### src/design/frameCam_macros.svh
`ifndef frameCamMacrosSvh
`define frameCamMacrosSvh

// pixel tick and ADC timing, in clock cycles
`define PhaseCount 10 // clocks per pixel tick
`define SamplePhase 6 // ADC word taken at this phase
`define AdcClockFirst 2 // ADC clock high from here
`define AdcClockLast 6 // up to and including this phase

// frame geometry in ticks and lines
`define LineTicks 40 // ticks per line
`define ActiveColFirst 11 // first active column
`define ActiveCols 24 // active columns per line
`define ActiveLineFirst 4 // first active line
`define ActiveLines 8 // active lines per frame
`define FrameLines 14 // lines per frame
`define FrameSyncTicks 6 // frame sync low for this many ticks

// timestamp
`define TimerDivide 8 // clocks per timestamp step
`define TimerWrap 31'd863999999 // last value before wrap to zero

// queue depths
`define HitDepth 16
`define StampDepth 8

// register map
`define AddrCtrl 6'd0
`define AddrStamp0 6'd4
`define AddrStamp1 6'd5
`define AddrStamp2 6'd6
`define AddrStamp3 6'd7
`define AddrThresh0 6'd8
`define AddrThresh1 6'd9
`define AddrFifoStamp0 6'd10
`define AddrFifoStamp1 6'd11
`define AddrFifoStamp2 6'd12
`define AddrFifoStamp3 6'd13
`define AddrHit0 6'd14
`define AddrHit1 6'd15
`define AddrHit2 6'd16
`define AddrHit3 6'd17
`define AddrHitCtrl 6'd18

`endif

### src/design/frameCamPkg.sv
package frameCamPkg;

	typedef logic [7:0] busByteT; // processor data byte
	typedef logic [5:0] regAddrT; // register address on the bus

	typedef logic [12:0] adcWordT; // raw ADC word
	typedef logic [9:0] pixelT; // ADC bits 11..2

	typedef logic [8:0] columnT; // tick within a line
	typedef logic [8:0] lineT; // line within a frame

	// line in the low half, column in the high half
	typedef logic [17:0] hitT;

	typedef logic [30:0] stampT; // timestamp value
	typedef logic [3:0] phaseT; // clock within a pixel tick

	// frame sequencer
	typedef enum logic {
		frameIdle, // waiting for go
		frameRun // one frame in progress
	} frameStateT;

endpackage

### src/design/syncFifo.sv
`timescale 1ns/1ps

module syncFifo #(
	parameter int Width = 8,
	parameter int Depth = 16
) (
	input logic bls0we,
	input logic resadd,
	input logic push,
	input logic pop,
	input logic [Width-1:0] pushData,
	output logic [Width-1:0] head, // oldest entry
	output logic empty,
	output logic full
);

	localparam int AddrWidth = (Depth > 1) ? $clog2(Depth) : 1;
	localparam int CountWidth = $clog2(Depth + 1);

	logic [Width-1:0] mem [Depth];
	logic [AddrWidth-1:0] wrPtr;
	logic [AddrWidth-1:0] rdPtr;
	logic [CountWidth-1:0] count; // entries held
	logic doPush;
	logic doPop;

	assign doPush = push && !full; // dropped when full
	assign doPop = pop && !empty; // ignored when empty

	always_ff @(posedge bls0we) begin
		if (doPush)
			mem[wrPtr] <= pushData;
	end

	always_ff @(posedge bls0we or posedge resadd) begin
		if (resadd) begin
			wrPtr <= '0;
			rdPtr <= '0;
			count <= '0;
		end else begin
			if (doPush)
				wrPtr <= (wrPtr == AddrWidth'(Depth - 1)) ? '0 : wrPtr + 1'b1;
			if (doPop)
				rdPtr <= (rdPtr == AddrWidth'(Depth - 1)) ? '0 : rdPtr + 1'b1;
			if (doPush && !doPop)
				count <= count + 1'b1;
			else if (doPop && !doPush)
				count <= count - 1'b1;
		end
	end

	assign head = mem[rdPtr]; // valid whenever not empty
	assign empty = (count == '0);
	assign full = (count == CountWidth'(Depth));

	countBound: assert property (@(posedge bls0we) disable iff (resadd)
		count <= CountWidth'(Depth))
		else $error("FIFO count above depth");

endmodule

### src/design/busRegs.sv
`timescale 1ns/1ps
`include "frameCam_macros.svh"

module busRegs import frameCamPkg::*; (
	input logic bls0we,
	input logic resadd,
	input logic cs, // active low select
	input logic wr, // one cycle write strobe
	input logic oe, // active low read level
	input regAddrT adresBus,
	input busByteT dataIn,
	input logic frameDone, // clears go
	input stampT stampCaptured,
	input logic shotSeen,
	input stampT stampHead,
	input logic stampEmpty,
	input logic stampFull,
	input hitT hitHead,
	input logic hitEmpty,
	input logic hitFull,
	output busByteT dataOut,
	output logic dataOe,
	output logic runReq,
	output logic goPulse,
	output logic timerClear,
	output pixelT threshold,
	output logic stampPop,
	output logic hitPop
);

	logic writeEn; // bus write this cycle
	logic ctrlWrite; // write to control register
	logic go; // frame request, self clearing
	logic mapped; // address has a register behind it
	busByteT readByte; // selected read lane

	assign writeEn = wr && !cs;
	assign ctrlWrite = writeEn && (adresBus == `AddrCtrl);

	// control register with go, timer clear and the pulses
	always_ff @(posedge bls0we or posedge resadd) begin
		if (resadd) begin
			go <= 1'b0;
			timerClear <= 1'b0;
			goPulse <= 1'b0;
			stampPop <= 1'b0;
			hitPop <= 1'b0;
		end else begin
			goPulse <= ctrlWrite && dataIn[0]; // any write of 1 to go
			stampPop <= ctrlWrite && dataIn[4]; // advance stamp queue
			hitPop <= writeEn && (adresBus == `AddrHitCtrl) && dataIn[4];
			if (ctrlWrite)
				timerClear <= dataIn[6]; // level that holds timer at zero
			if (ctrlWrite && dataIn[0])
				go <= 1'b1; // a new write wins over frame end
			else if (frameDone)
				go <= 1'b0;
		end
	end

	assign runReq = go;

	// two byte threshold register
	always_ff @(posedge bls0we or posedge resadd) begin
		if (resadd) begin
			threshold <= '0;
		end else if (writeEn) begin
			if (adresBus == `AddrThresh0)
				threshold[7:0] <= dataIn;
			if (adresBus == `AddrThresh1)
				threshold[9:8] <= dataIn[1:0]; // upper bits of byte 9 dropped
		end
	end

	// read lanes
	always_comb begin
		readByte = '0;
		mapped = 1'b1;
		case (adresBus)
			`AddrCtrl: readByte = {4'b0000, stampEmpty, stampFull, shotSeen, go};
			`AddrStamp0: readByte = stampCaptured[7:0];
			`AddrStamp1: readByte = stampCaptured[15:8];
			`AddrStamp2: readByte = stampCaptured[23:16];
			`AddrStamp3: readByte = {1'b0, stampCaptured[30:24]};
			`AddrThresh0: readByte = threshold[7:0];
			`AddrThresh1: readByte = {6'b000000, threshold[9:8]};
			`AddrFifoStamp0: readByte = stampHead[7:0];
			`AddrFifoStamp1: readByte = stampHead[15:8];
			`AddrFifoStamp2: readByte = stampHead[23:16];
			`AddrFifoStamp3: readByte = {1'b0, stampHead[30:24]};
			`AddrHit0: readByte = hitHead[7:0]; // line low byte
			`AddrHit1: readByte = {7'b0000000, hitHead[8]}; // line msb
			`AddrHit2: readByte = hitHead[16:9]; // column low byte
			`AddrHit3: readByte = {7'b0000000, hitHead[17]}; // column msb
			`AddrHitCtrl: readByte = {4'b0000, hitEmpty, hitFull, 2'b00};
			default: mapped = 1'b0;
		endcase
	end

	assign dataOe = !cs && !oe && mapped; // drive only on a mapped read
	assign dataOut = dataOe ? readByte : '0;

	// each pop removes one entry, so a pop pulse lasts a single cycle
	popSingle: assert property (@(posedge bls0we) disable iff (resadd)
		(stampPop || hitPop) |=> !(stampPop || hitPop))
		else $error("FIFO pop pulse longer than one cycle");

endmodule

### src/design/frameTiming.sv
`timescale 1ns/1ps
`include "frameCam_macros.svh"

module frameTiming import frameCamPkg::*; (
	input logic bls0we,
	input logic resadd,
	input logic runReq, // go level from the register bank
	output logic frameDone, // last cycle of the frame
	output phaseT phase,
	output columnT column,
	output lineT line,
	output logic activePix, // inside the active window
	output logic mclock,
	output logic mfsync,
	output logic mlsync,
	output logic adcClock
);

	frameStateT state;
	logic running;
	logic tickEnd; // last clock of a tick
	logic lineEnd; // last tick of a line
	logic colActive;
	logic lineActive;

	assign running = (state == frameRun);
	assign tickEnd = (phase == phaseT'(`PhaseCount - 1));
	assign lineEnd = (column == columnT'(`LineTicks - 1));
	assign frameDone = running && tickEnd && lineEnd && (line == lineT'(`FrameLines - 1));

	// sequencer and counters, all zero while idle
	always_ff @(posedge bls0we or posedge resadd) begin
		if (resadd) begin
			state <= frameIdle;
			phase <= '0;
			column <= '0;
			line <= '0;
			mclock <= 1'b1; // inactive level
		end else begin
			case (state)
				frameIdle: begin
					if (runReq) begin
						state <= frameRun;
						mclock <= ~mclock; // first tick starts
					end
				end
				frameRun: begin
					if (frameDone) begin
						state <= frameIdle; // counters back to zero
						phase <= '0;
						column <= '0;
						line <= '0;
					end else if (tickEnd) begin
						phase <= '0;
						mclock <= ~mclock; // next tick starts
						if (lineEnd) begin
							column <= '0;
							line <= line + 9'd1;
						end else begin
							column <= column + 9'd1;
						end
					end else begin
						phase <= phase + 4'd1;
					end
				end
				default: state <= frameIdle;
			endcase
		end
	end

	// sync decode, active low toward the sensor
	assign mfsync = !(running && (line == '0) && (column < columnT'(`FrameSyncTicks)));
	assign mlsync = !(running && (column == '0)); // tick 0 of each line

	// adc clock window inside each tick
	assign adcClock = running && (phase >= phaseT'(`AdcClockFirst))
		&& (phase <= phaseT'(`AdcClockLast));

	assign colActive = (column >= columnT'(`ActiveColFirst))
		&& (column < columnT'(`ActiveColFirst + `ActiveCols));
	assign lineActive = (line >= lineT'(`ActiveLineFirst))
		&& (line < lineT'(`ActiveLineFirst + `ActiveLines));
	assign activePix = running && colActive && lineActive;

	// column wraps before reaching the line length
	columnRange: assert property (@(posedge bls0we) disable iff (resadd)
		column < columnT'(`LineTicks))
		else $error("column counter out of range");

endmodule

### src/design/pixelCapture.sv
`timescale 1ns/1ps
`include "frameCam_macros.svh"

module pixelCapture import frameCamPkg::*; (
	input logic bls0we,
	input logic resadd,
	input adcWordT adcData,
	input phaseT phase,
	input columnT column,
	input lineT line,
	input logic activePix,
	input pixelT threshold,
	output logic hitPush,
	output hitT hitWord
);

	pixelT pixelReg; // sampled value
	columnT colReg; // where it was sampled
	lineT lineReg;
	logic sampleValid; // a sample waits for its compare
	logic samplePoint;
	logic pushPoint;

	assign samplePoint = activePix && (phase == phaseT'(`SamplePhase));
	assign pushPoint = (phase == phaseT'(`PhaseCount - 1)); // phase 9

	// sampled pixel with its column and line
	always_ff @(posedge bls0we) begin
		if (samplePoint) begin
			pixelReg <= adcData[11:2];
			colReg <= column;
			lineReg <= line;
		end
	end

	always_ff @(posedge bls0we or posedge resadd) begin
		if (resadd)
			sampleValid <= 1'b0;
		else if (samplePoint)
			sampleValid <= 1'b1;
		else if (pushPoint)
			sampleValid <= 1'b0; // consumed at end of tick
	end

	// push three clocks after sampling
	assign hitPush = sampleValid && pushPoint && (pixelReg >= threshold);
	assign hitWord = {colReg, lineReg}; // column high and line low

endmodule

### src/design/shotTimer.sv
`timescale 1ns/1ps
`include "frameCam_macros.svh"

module shotTimer import frameCamPkg::*; (
	input logic bls0we,
	input logic resadd,
	input logic foto, // async shot input
	input logic ready,
	input logic timerClear, // hold timer at zero
	input logic goPulse, // arms the first shot capture
	output stampT stampCaptured,
	output logic shotSeen,
	output logic stampPush,
	output stampT stampWord
);

	localparam int PreWidth = $clog2(`TimerDivide);

	logic [PreWidth-1:0] preCount; // prescaler
	stampT timestamp;
	logic fotoSync1;
	logic fotoSync2;
	logic fotoLast; // for the rising edge
	logic shotEdge;

	// timestamp prescaler and counter
	always_ff @(posedge bls0we or posedge resadd) begin
		if (resadd) begin
			preCount <= '0;
			timestamp <= '0;
		end else if (timerClear) begin
			preCount <= '0;
			timestamp <= '0;
		end else if (preCount == PreWidth'(`TimerDivide - 1)) begin
			preCount <= '0;
			if (timestamp == `TimerWrap)
				timestamp <= '0;
			else
				timestamp <= timestamp + 31'd1;
		end else begin
			preCount <= preCount + 1'b1;
		end
	end

	// two flop synchronizer, then edge detect
	always_ff @(posedge bls0we or posedge resadd) begin
		if (resadd) begin
			fotoSync1 <= 1'b0;
			fotoSync2 <= 1'b0;
			fotoLast <= 1'b0;
		end else begin
			fotoSync1 <= foto;
			fotoSync2 <= fotoSync1;
			fotoLast <= fotoSync2;
		end
	end

	assign shotEdge = fotoSync2 && !fotoLast && ready; // only with ready high

	// every shot queues its stamp on this edge
	assign stampPush = shotEdge;
	assign stampWord = timestamp;

	// first shot after go is kept for the bus
	always_ff @(posedge bls0we or posedge resadd) begin
		if (resadd) begin
			shotSeen <= 1'b0;
			stampCaptured <= '0;
		end else if (goPulse) begin
			shotSeen <= 1'b0; // rearm
		end else if (shotEdge && !shotSeen) begin
			shotSeen <= 1'b1;
			stampCaptured <= timestamp;
		end
	end

endmodule

### src/design/frameCam.sv
`timescale 1ns/1ps
`include "frameCam_macros.svh"

module frameCam import frameCamPkg::*; (
	input logic bls0we,
	input logic resadd,
	input logic cs,
	input logic wr,
	input logic oe,
	input regAddrT adresBus,
	input busByteT dataIn,
	input adcWordT adcData,
	input logic foto,
	input logic ready,
	output busByteT dataOut,
	output logic dataOe,
	output logic mclock,
	output logic mfsync,
	output logic mlsync,
	output logic adcClock
);

	logic runReq, frameDone, goPulse, timerClear; // control between blocks
	pixelT threshold;
	phaseT phase;
	columnT column;
	lineT line;
	logic activePix;
	logic hitPush, hitPop, hitEmpty, hitFull; // hit queue
	hitT hitWord, hitHead;
	logic stampPush, stampPop, stampEmpty, stampFull; // stamp queue
	stampT stampWord, stampHead, stampCaptured;
	logic shotSeen;

	busRegs busRegsInst (.bls0we, .resadd, .cs, .wr, .oe, .adresBus, .dataIn, .frameDone,
		.stampCaptured, .shotSeen, .stampHead, .stampEmpty, .stampFull, .hitHead,
		.hitEmpty, .hitFull, .dataOut, .dataOe, .runReq, .goPulse, .timerClear,
		.threshold, .stampPop, .hitPop);

	frameTiming timingInst (.bls0we, .resadd, .runReq, .frameDone, .phase, .column,
		.line, .activePix, .mclock, .mfsync, .mlsync, .adcClock);

	pixelCapture captureInst (.bls0we, .resadd, .adcData, .phase, .column, .line,
		.activePix, .threshold, .hitPush, .hitWord);

	shotTimer timerInst (.bls0we, .resadd, .foto, .ready, .timerClear, .goPulse,
		.stampCaptured, .shotSeen, .stampPush, .stampWord);

	syncFifo #(.Width($bits(hitT)), .Depth(`HitDepth)) hitFifo (.bls0we, .resadd,
		.push(hitPush), .pop(hitPop), .pushData(hitWord), .head(hitHead),
		.empty(hitEmpty), .full(hitFull));

	syncFifo #(.Width($bits(stampT)), .Depth(`StampDepth)) stampFifo (.bls0we, .resadd,
		.push(stampPush), .pop(stampPop), .pushData(stampWord), .head(stampHead),
		.empty(stampEmpty), .full(stampFull));

endmodule

### config.mk
export PLATFORM = sky130hd
export DESIGN_NAME = frameCam
export DESIGN_NICKNAME = d
export VERILOG_FILES = /design/src/design/frameCamPkg.sv /design/src/design/syncFifo.sv /design/src/design/busRegs.sv /design/src/design/frameTiming.sv /design/src/design/pixelCapture.sv /design/src/design/shotTimer.sv /design/src/design/frameCam.sv
export VERILOG_INCLUDE_DIRS = /design/src /design/src/design
export SDC_FILE = /design/constraint.sdc
export NUM_CORES = 1
export LEC_CHECK = 0
export BUFFER_PORTS_ARGS = -buffer_cell sky130_fd_sc_hd__buf_2
export CELL_PAD_IN_SITES_DETAIL_PLACEMENT = 0
export CELL_PAD_IN_SITES_GLOBAL_PLACEMENT = 2
export CORE_MARGIN = 5
export CORE_UTILIZATION = 51
export DETAILED_ROUTE_END_ITERATION = 10
export GPL_ROUTABILITY_DRIVEN = 1
export PLACE_DENSITY = 0.88
export SLEW_MARGIN = 5
export SYNTH_ARGS = -nofsm -noshare
export SYNTH_HDL_FRONTEND = slang
export SYNTH_SLANG_ARGS = --single-unit
### constraint.sdc
create_clock -name bls0we -period 6.75 [get_ports bls0we]
set_input_delay 1.0125 -clock bls0we [delete_from_list [all_inputs] [get_ports bls0we]]
set_output_delay 1.0125 -clock bls0we [all_outputs]
set_load 0.05 [all_outputs]
==> results of run 1 <==
-- cells by family (layout without fill, tap and decap cells) --
| group | Yosys count | after routing | synth area share, % |
|---|---|---|---|
| AOI/OAI and AO/OA | 164 | 164 | 3.89 |
| xor gates and xnor gates | 48 | 48 | 1.48 |
| adders and majority gates | 37 | 37 | 1.67 |
| buffers and inverters | 101 | 236 | 1.52 |
| DFF | 696 | 696 | 71.2 |
| muxes | 218 | 218 | 13.6 |
| other | 0 | 1 | 0 |
| and+or+nand+nor | 351 | 351 | 6.65 |
-- through the flow --
stage	instances	utilization, %	power (W)	hold slack, ns	area (sq um)
floorplan	1615	-	0.00511	0.331	28400
global placement	2371	53.8	0.00524	0.339	29700
detailed placement	2371	53.8	0.00525	0.346	29700
CTS	2498	57.8	0.00903	0.360	31900
global route	2499	57.8	0.00925	0.371	31900
finish	2499	57.8	0.00896	0.358	31900
-- cell type report --
| type | count | area (sq um) | area share [%] |
|---|---|---|---|
| repair buffers | 79 | 498 | 1.56 |
| clock buffers | 85 | 1870 | 5.85 |
| well taps | 748 | 936 | 2.93 |
| clock inverters | 42 | 380 | 1.19 |
| diodes | 1 | 2.50 | 0.00784 |
| inverters | 30 | 118 | 0.368 |
| multi-input cells | 818 | 7870 | 24.7 |
| flip-flops and latches | 696 | 20300 | 63.4 |
-- flip-flops by register name, summed over array words and instances (netlist names), 3 cells and up --
register,cells
hitFifo.rdPtr,4
stampFifo.wrPtr,3
timerInst.stampWord,31
timerInst.preCount,3
timingInst.phase,4
stampFifo.count,4
captureInst.lineReg,9
timingInst.line,9
hitFifo.count,5
captureInst.colReg,9
hitFifo.mem,288
busRegsInst.threshold,10
captureInst.pixelReg,10
stampFifo.mem,248
stampFifo.rdPtr,3
timerInst.stampCaptured,31
timingInst.column,9
hitFifo.wrPtr,4
-- where the power goes --
| group | switching [W] | internal [W] |
|---|---|---|
| Sequential | 0.0000924 | 0.00470 |
| Clock | 0.00158 | 0.00221 |
| Combinational | 0.000216 | 0.000152 |
-- worst max-delay path, delay by kind of cell (launching register included) --
family                 cells  cell delay (ns)
AO/OA/AOI/OAI              4             1.08
buffers and inverters      2             0.94
AND/OR/NAND/NOR            2             0.30
flip-flops                 1             1.05
-- metal layers --
| layer | part of all wire, % | global-route usage, % | wire (um) | up-vias |
|---|---|---|---|---|
| met5 | 0.053 | 0 | 34 | - |
| met4 | 1.9 | 5.53 | 1220 | 6 |
| met3 | 7.8 | 4.18 | 4940 | 85 |
| met2 | 46 | 32.4 | 29300 | 562 |
| met1 | 44 | 32.2 | 28100 | 7793 |
| li1 | - | - | - | 6595 |
-- worst paths after layout --
kind                                           from                    to  slack [ns]  depth (start not counted)
min reg2reg                     timerInst.fotoSync1   timerInst.fotoSync2        0.36                          0
min                             timerInst.fotoSync1   timerInst.fotoSync2        0.36                          0
min in group asynchronous                    resadd  timingInst.column[5]        0.48                          2
max                                hitFifo.rdPtr[0]            dataOut[0]        1.72                          8
max in group asynchronous                    resadd      hitFifo.rdPtr[0]        4.85                          3
max reg2reg                busRegsInst.threshold[7]      hitFifo.count[4]        2.88                         14
-- cell usage in the layout (no fill, tap or decap), types with 5 or more instances in the layout --
cell type,n
mux4_2,129
ha_1,34
o22a_1,5
buf_2,43
a31oi_1,10
nor2b_1,14
nor3_1,21
clkbuf_1,10
nand2_1,103
o22ai_1,12
dfrtp_1,126
o21ai_0,35
inv_6,8
edfxtp_1,564
nand4_1,19
mux2_2,53
buf_4,35
nor2_1,66
nand2b_1,17
inv_1,28
clkinv_2,17
a21o_1,11
clkinv_1,10
bufinv_16,6
and4b_1,9
a22oi_1,17
nor3_2,6
clkbuf_16,71
o211ai_1,5
and3_1,15
a21oi_1,28
nand3_1,22
nor2_4,6
xnor2_1,21
xor2_1,27
nor4_1,5
and4_1,11
mux2i_1,34
==> flow_summary.yaml, run 1 <==
status:
  status: "finished, final reports clean"
routing:
  dr.pass1.iters: 5
  drtIter0Drc: 1474
  via_per_inst: 6.02
  via_count: 15000
  drcViolationCount: 0
  detail-route-antenna-nets: 0
  wire_per_inst_um: 25.5
  wl_um: 63600
floorplan:
  initial_utilization_pct: 51.5
  placementRows: 86
  io_pins: 47
  core_sq_mm: 0.0552
  die_y_um: 246
  die_w_um: 246
  die-area_sq_mm: 0.0606
grt:
  grt_usage_pct: 21.3
  antenna_found_initial: 4
  grt_pass1_wl_um: 96600
  grt_max_degree: 70
  grt_pass1_vias: 15600
  grt_overflow: 0
timing:
  tightestPinTransition_ns: 1.27
  setup_slack_ns: 1.72
  min_period_ns: 5.03
  fmax_mhz: 199
  finalHoldViolCount: 0
  final-setup-viol-count: 0
  fin_skew_ns: 0.0189
  final.period_utilization_pct: 74.5
  slew_viol_final: 0
  setup_tns_ns: 0
  rsz0062_at_grt: "no"
  slew_headroom_pct: 15.1
setup_path:
  worst_setup_path_start_kind: "flop"
  cp.arrival_ns: 4.02
  slowest_delay_ns: 1.05
  cp.required_ns: 5.74
  crit_fanout: 53
  crit_chain: "buf_4 > nor2b_1 > a2111oi_0 > o311ai_0 > nand4_1 > a311oi_1 > a31oi_1 > buf_2"
  critPathSlowestCell: "dfrtp_4"
  crit_type: "reg -> out"
  critPathCaptureType: "output pin"
cts:
  post_cts_resize_count: 0
  numCtsBuffers: 69
  cts.root.buffer_cell: "clkbuf_16"
  clk_path_buf_depth: 3
  path_clk_slew_ns: 0.06
  cts_setup_buffers: 0
  ctsHtreeMaxLevel: 3
  worstSkewPairLatency_ns: 0.60
  cts.sinks: 696
  cts_tree: "yes"
  ctsHoldBuffers: 0
synth:
  syn_nets: 1685
  synth_cells: 1615
  synth_top_cell_by_area: "edfxtp_1"
  synth_area_leaders: "edfxtp_1 (60%), dfrtp_1 (12%), mux4_2 (10%)"
  synth.top_cell.area_share_pct: 59.6
  async_reset_ff_share_pct: 19.0
  yosysSeqAreaShare_pct: 71.2
  syn_area_sq_mm: 0.0284
  ys_warn_count: 0
  syn_avg_cell_area_sq_um: 17.6
  ys_ff_latch: 696
  ys_types: 75
  yosys_most_used_dff: "edfxtp_1"
  synth-edff-count: 564
  synth_common_cells: "edfxtp_1 (564), dfrtp_1 (131), mux4_2 (129)"
  yosysMostFrequentCell: "edfxtp_1"
pwr:
  p_leak_nw: 10.1
  power_density_mw_per_mm2: 281
  irDropWorstVdd_mv: 0.203
hold_path:
  hold_class: "reg -> reg"
place:
  hpwl_um: 38900
  io_buffers: 43
  preCtsSetupSlack_ns: 2.03
  gp_congestion: 0.822
final_layout:
  fillers: 4093
  final_nets: 1764
  syn_to_final_growth_pct: 12.3
  final_layout_size_suffix_gt1_share_pct: 23.2
job:
  maxCapViolCount: 0
No activity file was read; power rests on OpenSTA's default activity.
==> run 2, diff against run 1 <==
- CORE_UTILIZATION: 51 -> 48
- PLACE_DENSITY: 0.88 -> 0.84
- clock period: 6.75 -> 4.9 ns (I/O delays scaled with it)
==> flow_summary.yaml, run 2 (synthesis gave the netlist of run 1 again) <==
status:
  status: "finished, final reports clean"
timing:
  fin_skew_ns: 0.0191
  slew_viol_final: 0
  min_period_ns: 4.43
  rsz0062_at_grt: "no"
  setup_tns_ns: 0
  finalHoldViolCount: 0
  final-setup-viol-count: 0
  fmax_mhz: 226
  tightestPinTransition_ns: 1.19
  hold_ws_ns: 0.240
  final.period_utilization_pct: 90.4
  slew_headroom_pct: 20.4
final_layout:
  layout_common_cells: "edfxtp_1 (564), mux4_2 (129), dfrtp_1 (126)"
  largest-register: "hitFifo.mem"
  n_antenna_cell: 0
  final_layout_size_suffix_gt1_share_pct: 23.2
  final_common_cell: "edfxtp_1"
  largest_reg_flops: 288
  syn_to_final_growth_pct: 12.6
  final_nets: 1775
  fillers: 4564
  reg.largest.list: "hitFifo.mem: 288 flops, stampFifo.mem: 248 flops"
routing:
  dr.pass1.iters: 5
  drcViolationCount: 0
  via_count: 15100
  detail-route-antenna-nets: 0
  wire_per_inst_um: 25.8
  wl_um: 65400
  drtIter0Drc: 1451
  via_per_inst: 5.98
setup_path:
  crit_start: "stampFifo.rdPtr[0]"
  crit_type: "reg -> out"
  cp.buffers_inverters: 1
  cp.arrival_ns: 3.69
  slowest_delay_ns: 0.95
  cp.depth: 6
  worst_setup_path_start_kind: "flop"
  cp_common_cell: "nand2_1"
  worst-r2r-setup-slack_ns: 1.70
  rr_worst_depth: 15
  reg2reg_from: "busRegsInst.threshold[7]"
  crit_chain: "mux4_2 > nand2_1 > nand2_1 > a221oi_1 > a31oi_1 > buf_2"
  crit_fanout: 26
  cp.required_ns: 4.16
  critPathSlowestCell: "a221oi_1"
  crit_family: "compound AO/OA/AOI/OAI gates"
  critPathCaptureType: "output pin"
job:
  maxCapViolCount: 0
cts:
  post_cts_resize_count: 0
  ctsHoldBuffers: 0
  numCtsBuffers: 68
  cts_tree: "yes"
  cts.root.buffer_cell: "clkbuf_16"
  ctsHtreeMaxLevel: 3
  cts.sinks: 696
  path_clk_slew_ns: 0.06
  clk_path_buf_depth: 3
  worstSkewPairLatency_ns: 0.61
  cts_setup_buffers: 0
grt:
  grt_overflow: 0
  grt_pass1_wl_um: 98900
  grt_max_degree: 97
  grt_usage_pct: 20.7
  grt_pass1_vias: 15600
  antenna_found_initial: 2
pwr:
  p_leak_nw: 10.1
  irDropWorstVdd_mv: 0.221
  power_density_mw_per_mm2: 383
hold_path:
  min_path_cells: 1
  hold_class: "in -> reg"
  min_from: "foto"
place:
  gp_congestion: 0.790
  io_buffers: 43
  hpwl_um: 39900
floorplan:
  core_sq_mm: 0.0588
  die-area_sq_mm: 0.0642
  die_y_um: 253
  io_pins: 47
  die_w_um: 253
  initial_utilization_pct: 48.4
  placementRows: 89
==> run 2: cell count changes in the layout (fill, tap and decap cells not counted), moves of 3 or more <==
cell,previous run,this run
clkinv_2,17,13
inv_6,8,3
buf_4,35,47
clkbuf_16,71,68
clkbuf_8,4,1
clkinv_8,0,4
clkbuf_1,10,16
==> run 2: through the flow <==
step                utilization, %  instance area, sq um  setup slack (ns)  total power [W]  cells
floorplan                        -                 28400             0.641          0.00704   1615
global placement              50.7                 29800             0.769          0.00721   2408
detailed placement            50.7                 29800             0.696          0.00723   2408
CTS                           54.4                 32000             0.403           0.0124   2532
global route                  54.4                 32000            0.0836           0.0127   2532
finish                        54.4                 32000             0.472           0.0123   2532
==> run 2: worst paths after layout <==
kind	to
max in group asynchronous	timerInst.stampWord[29]
min in group asynchronous	timingInst.column[2]
hold / removal	timerInst.fotoSync1
setup reg to reg	hitFifo.count[4]
hold reg to reg	timerInst.fotoSync2
setup / recovery	dataOut[2]
==> run 2: layout make-up <==
cell class / count / area [sq um] / share of cell area [%]
Clock inverter: 39 / 438 / 1.37
Clock buffer: 85 / 1780 / 5.55
Tap cell: 773 / 967 / 3.02
Sequential cell: 696 / 20300 / 63.3
Inverter: 30 / 118 / 0.368
Multi-Input combinational cell: 818 / 7870 / 24.6
Timing Repair Buffer: 91 / 588 / 1.84
==> run 2: worst register-to-register path, cell delays in order, from the launching register on <==
cell	delay, ns
dfrtp_1	0.43
inv_1	0.06
ha_1	0.31
a21o_1	0.20
a21o_1	0.17
a221oi_1	0.26
o21a_1	0.22
nor2_1	0.08
ha_1	0.21
inv_1	0.14
ha_1	0.29
a21o_1	0.19
a21oi_1	0.20
xnor2_1	0.14
nor2_1	0.06
xor2_1	0.14
==> run 2: metal layers <==
metal | wire length (um) | GRT usage (%)
met1 | 27800 | 30.1
met2 | 31300 | 32.7
met3 | 5000 | 3.88
met4 | 1270 | 5.52
met5 | 24 | 0
==> run 2: power by group <==
part	total (W)	leakage, nW	switching [W]	internal, W
Clock	0.00516	1.08	0.00219	0.00297
Sequential	0.00660	6.15	0.000124	0.00648
Combinational	0.000496	2.89	0.000290	0.000206
Total	0.0123	10.1	0.00260	0.00966
==> run 3, diff against run 2 <==
- CORE_UTILIZATION: 48 -> 50
- CTS_BUF_LIST: unset -> sky130_fd_sc_hd__clkbuf_4 sky130_fd_sc_hd__clkbuf_8
- PLACE_DENSITY: 0.84 -> 0.81
==> flow_summary.yaml, run 3 (synthesis gave the netlist of run 1 again) <==
place:
  io_buffers: 43
  gp_congestion: 0.762
  placed_cell_area_sq_mm: 0.0297
  hpwl_um: 39600
routing:
  via_count: 15200
  via_per_inst: 5.87
  drcViolationCount: 0
  wire_per_inst_um: 25.1
  drtIter0Drc: 1432
  dr.pass1.iters: 5
  wl_um: 64800
  detail-route-antenna-nets: 0
setup_path:
  cp.required_ns: 4.16
  crit_chain: "nand2_1 > o22ai_1 > nor3_1 > a21oi_1 > a41oi_1 > buf_2"
  slowest_delay_ns: 1.03
  crit_family: "flip-flops"
  worst_setup_path_start_kind: "flop"
  crit_fanout: 37
  critPathCaptureType: "output pin"
  crit_type: "reg -> out"
  cp.buffers_inverters: 1
  rr_worst_depth: 16
  critPathSlowestCell: "dfrtp_2"
  cp.arrival_ns: 3.82
  cp.depth: 6
grt:
  grt-busiest-layer: "met2"
  grt_pass1_vias: 15600
  antenna_found_initial: 5
  grt_pass1_wl_um: 98700
  met2_usage_pct: 32.2
  use_met1_pct: 31.6
  grt_overflow: 0
  grt_max_degree: 92
  grt_usage_pct: 21.0
  grtUsageMet3_pct: 4.25
final_layout:
  final_cell_area_sq_mm: 0.0319
  final_nets: 1809
  syn_to_final_growth_pct: 12.2
  largest_reg_flops: 288
  layout_common_cells: "edfxtp_1 (564), mux4_2 (129), dfrtp_1 (126)"
  reg.largest.list: "hitFifo.mem: 288 flops, stampFifo.mem: 248 flops"
  final_common_cell: "edfxtp_1"
  fillers: 4426
  seq_area_sq_mm: 0.0203
  multi_input_area_sq_mm: 0.00787
  largest-register: "hitFifo.mem"
  final_layout_size_suffix_gt1_share_pct: 26.5
timing:
  rsz0062_at_grt: "no"
  final.period_utilization_pct: 93.1
  final-setup-viol-count: 0
  slew_headroom_pct: 20.4
  min_period_ns: 4.56
  fmax_mhz: 219
  finalHoldViolCount: 0
  fin_skew_ns: 0.0277
  tightestPinTransition_ns: 1.19
  slew_viol_final: 0
  setup_tns_ns: 0
cts:
  post_cts_resize_count: 0
  cts.root.buffer_cell: "clkbuf_8"
  worstSkewPairLatency_ns: 0.71
  cts_setup_buffers: 0
  clk_path_buf_depth: 3
  cts.sinks: 696
  cts_tree: "yes"
  numCtsBuffers: 107
  path_clk_slew_ns: 0.06
  ctsHtreeMaxLevel: 3
  ctsHoldBuffers: 0
pwr:
  irDropWorstVdd_mv: 0.220
  p_leak_nw: 10.2
  power_density_mw_per_mm2: 372
floorplan:
  die-area_sq_mm: 0.0617
  core_sq_mm: 0.0564
  die_y_um: 248
  placementRows: 87
  die_w_um: 248
  io_pins: 47
  initial_utilization_pct: 50.4
hold_path:
  min_path_cells: 1
  hold_class: "in -> reg"
status:
  status: "finished, final reports clean"
job:
  maxCapViolCount: 0
-- run 3: changes by cell type in the layout (fill, tap and decap cells not counted), sizes merged --
cell | previous run | this run
diode | 0 | 2
bufinv | 7 | 1
buf | 91 | 86
clkbuf | 85 | 167
clkinv | 28 | 22
-- run 3: path summary, 6_finish.rpt --
check	endpoint	from	slack (ns)
setup / recovery	dataOut[4]	hitFifo.rdPtr[1]	0.34
hold / removal	timerInst.fotoSync1	foto	0.16
setup reg to reg	hitFifo.count[4]	busRegsInst.threshold[7]	1.46
hold reg to reg	timerInst.fotoSync2	timerInst.fotoSync1	0.35
max in group asynchronous	timerInst.stampCaptured[7]	resadd	3.73
min in group asynchronous	timingInst.column[1]	resadd	0.19
-- run 3: cell type report --
cell class              count  area share [%]
well taps                 756            2.96
clock inverters            27           0.494
clock buffers             167            6.20
flip-flops and latches    696            63.5
diodes                      2          0.0157
repair buffers             86            1.83
inverters                  30           0.369
multi-input cells         818            24.7
-- run 3: power by group --
part / internal [W] / total (W) / switching (W)
Sequential: 0.00648 / 0.00661 / 0.000127
Clock: 0.00261 / 0.00476 / 0.00215
Combinational: 0.000207 / 0.000498 / 0.000290
-- run 3: metal layers --
| layer | part of all wire [%] | wire (um) |
|---|---|---|
| met5 | 0.052 | 34 |
| met4 | 1.6 | 1050 |
| met3 | 7.1 | 4610 |
| met2 | 47 | 30200 |
| met1 | 45 | 28900 |
-- run 3: per-stage QoR --
| stage | total power (W) | utilization (%) | cells | setup WS (ns) | hold WS, ns |
|---|---|---|---|---|---|
| finish | 0.0119 | 56.6 | 2582 | 0.340 | 0.159 |
| global route | 0.0123 | 56.6 | 2581 | 0.169 | 0.125 |
| CTS | 0.0120 | 56.5 | 2579 | 0.111 | 0.101 |
| detailed placement | 0.00724 | 52.7 | 2385 | 0.653 | 0.343 |
| global placement | 0.00721 | 52.7 | 2385 | 0.674 | 0.338 |
| floorplan | 0.00704 | - | 1615 | 0.641 | 0.331 |
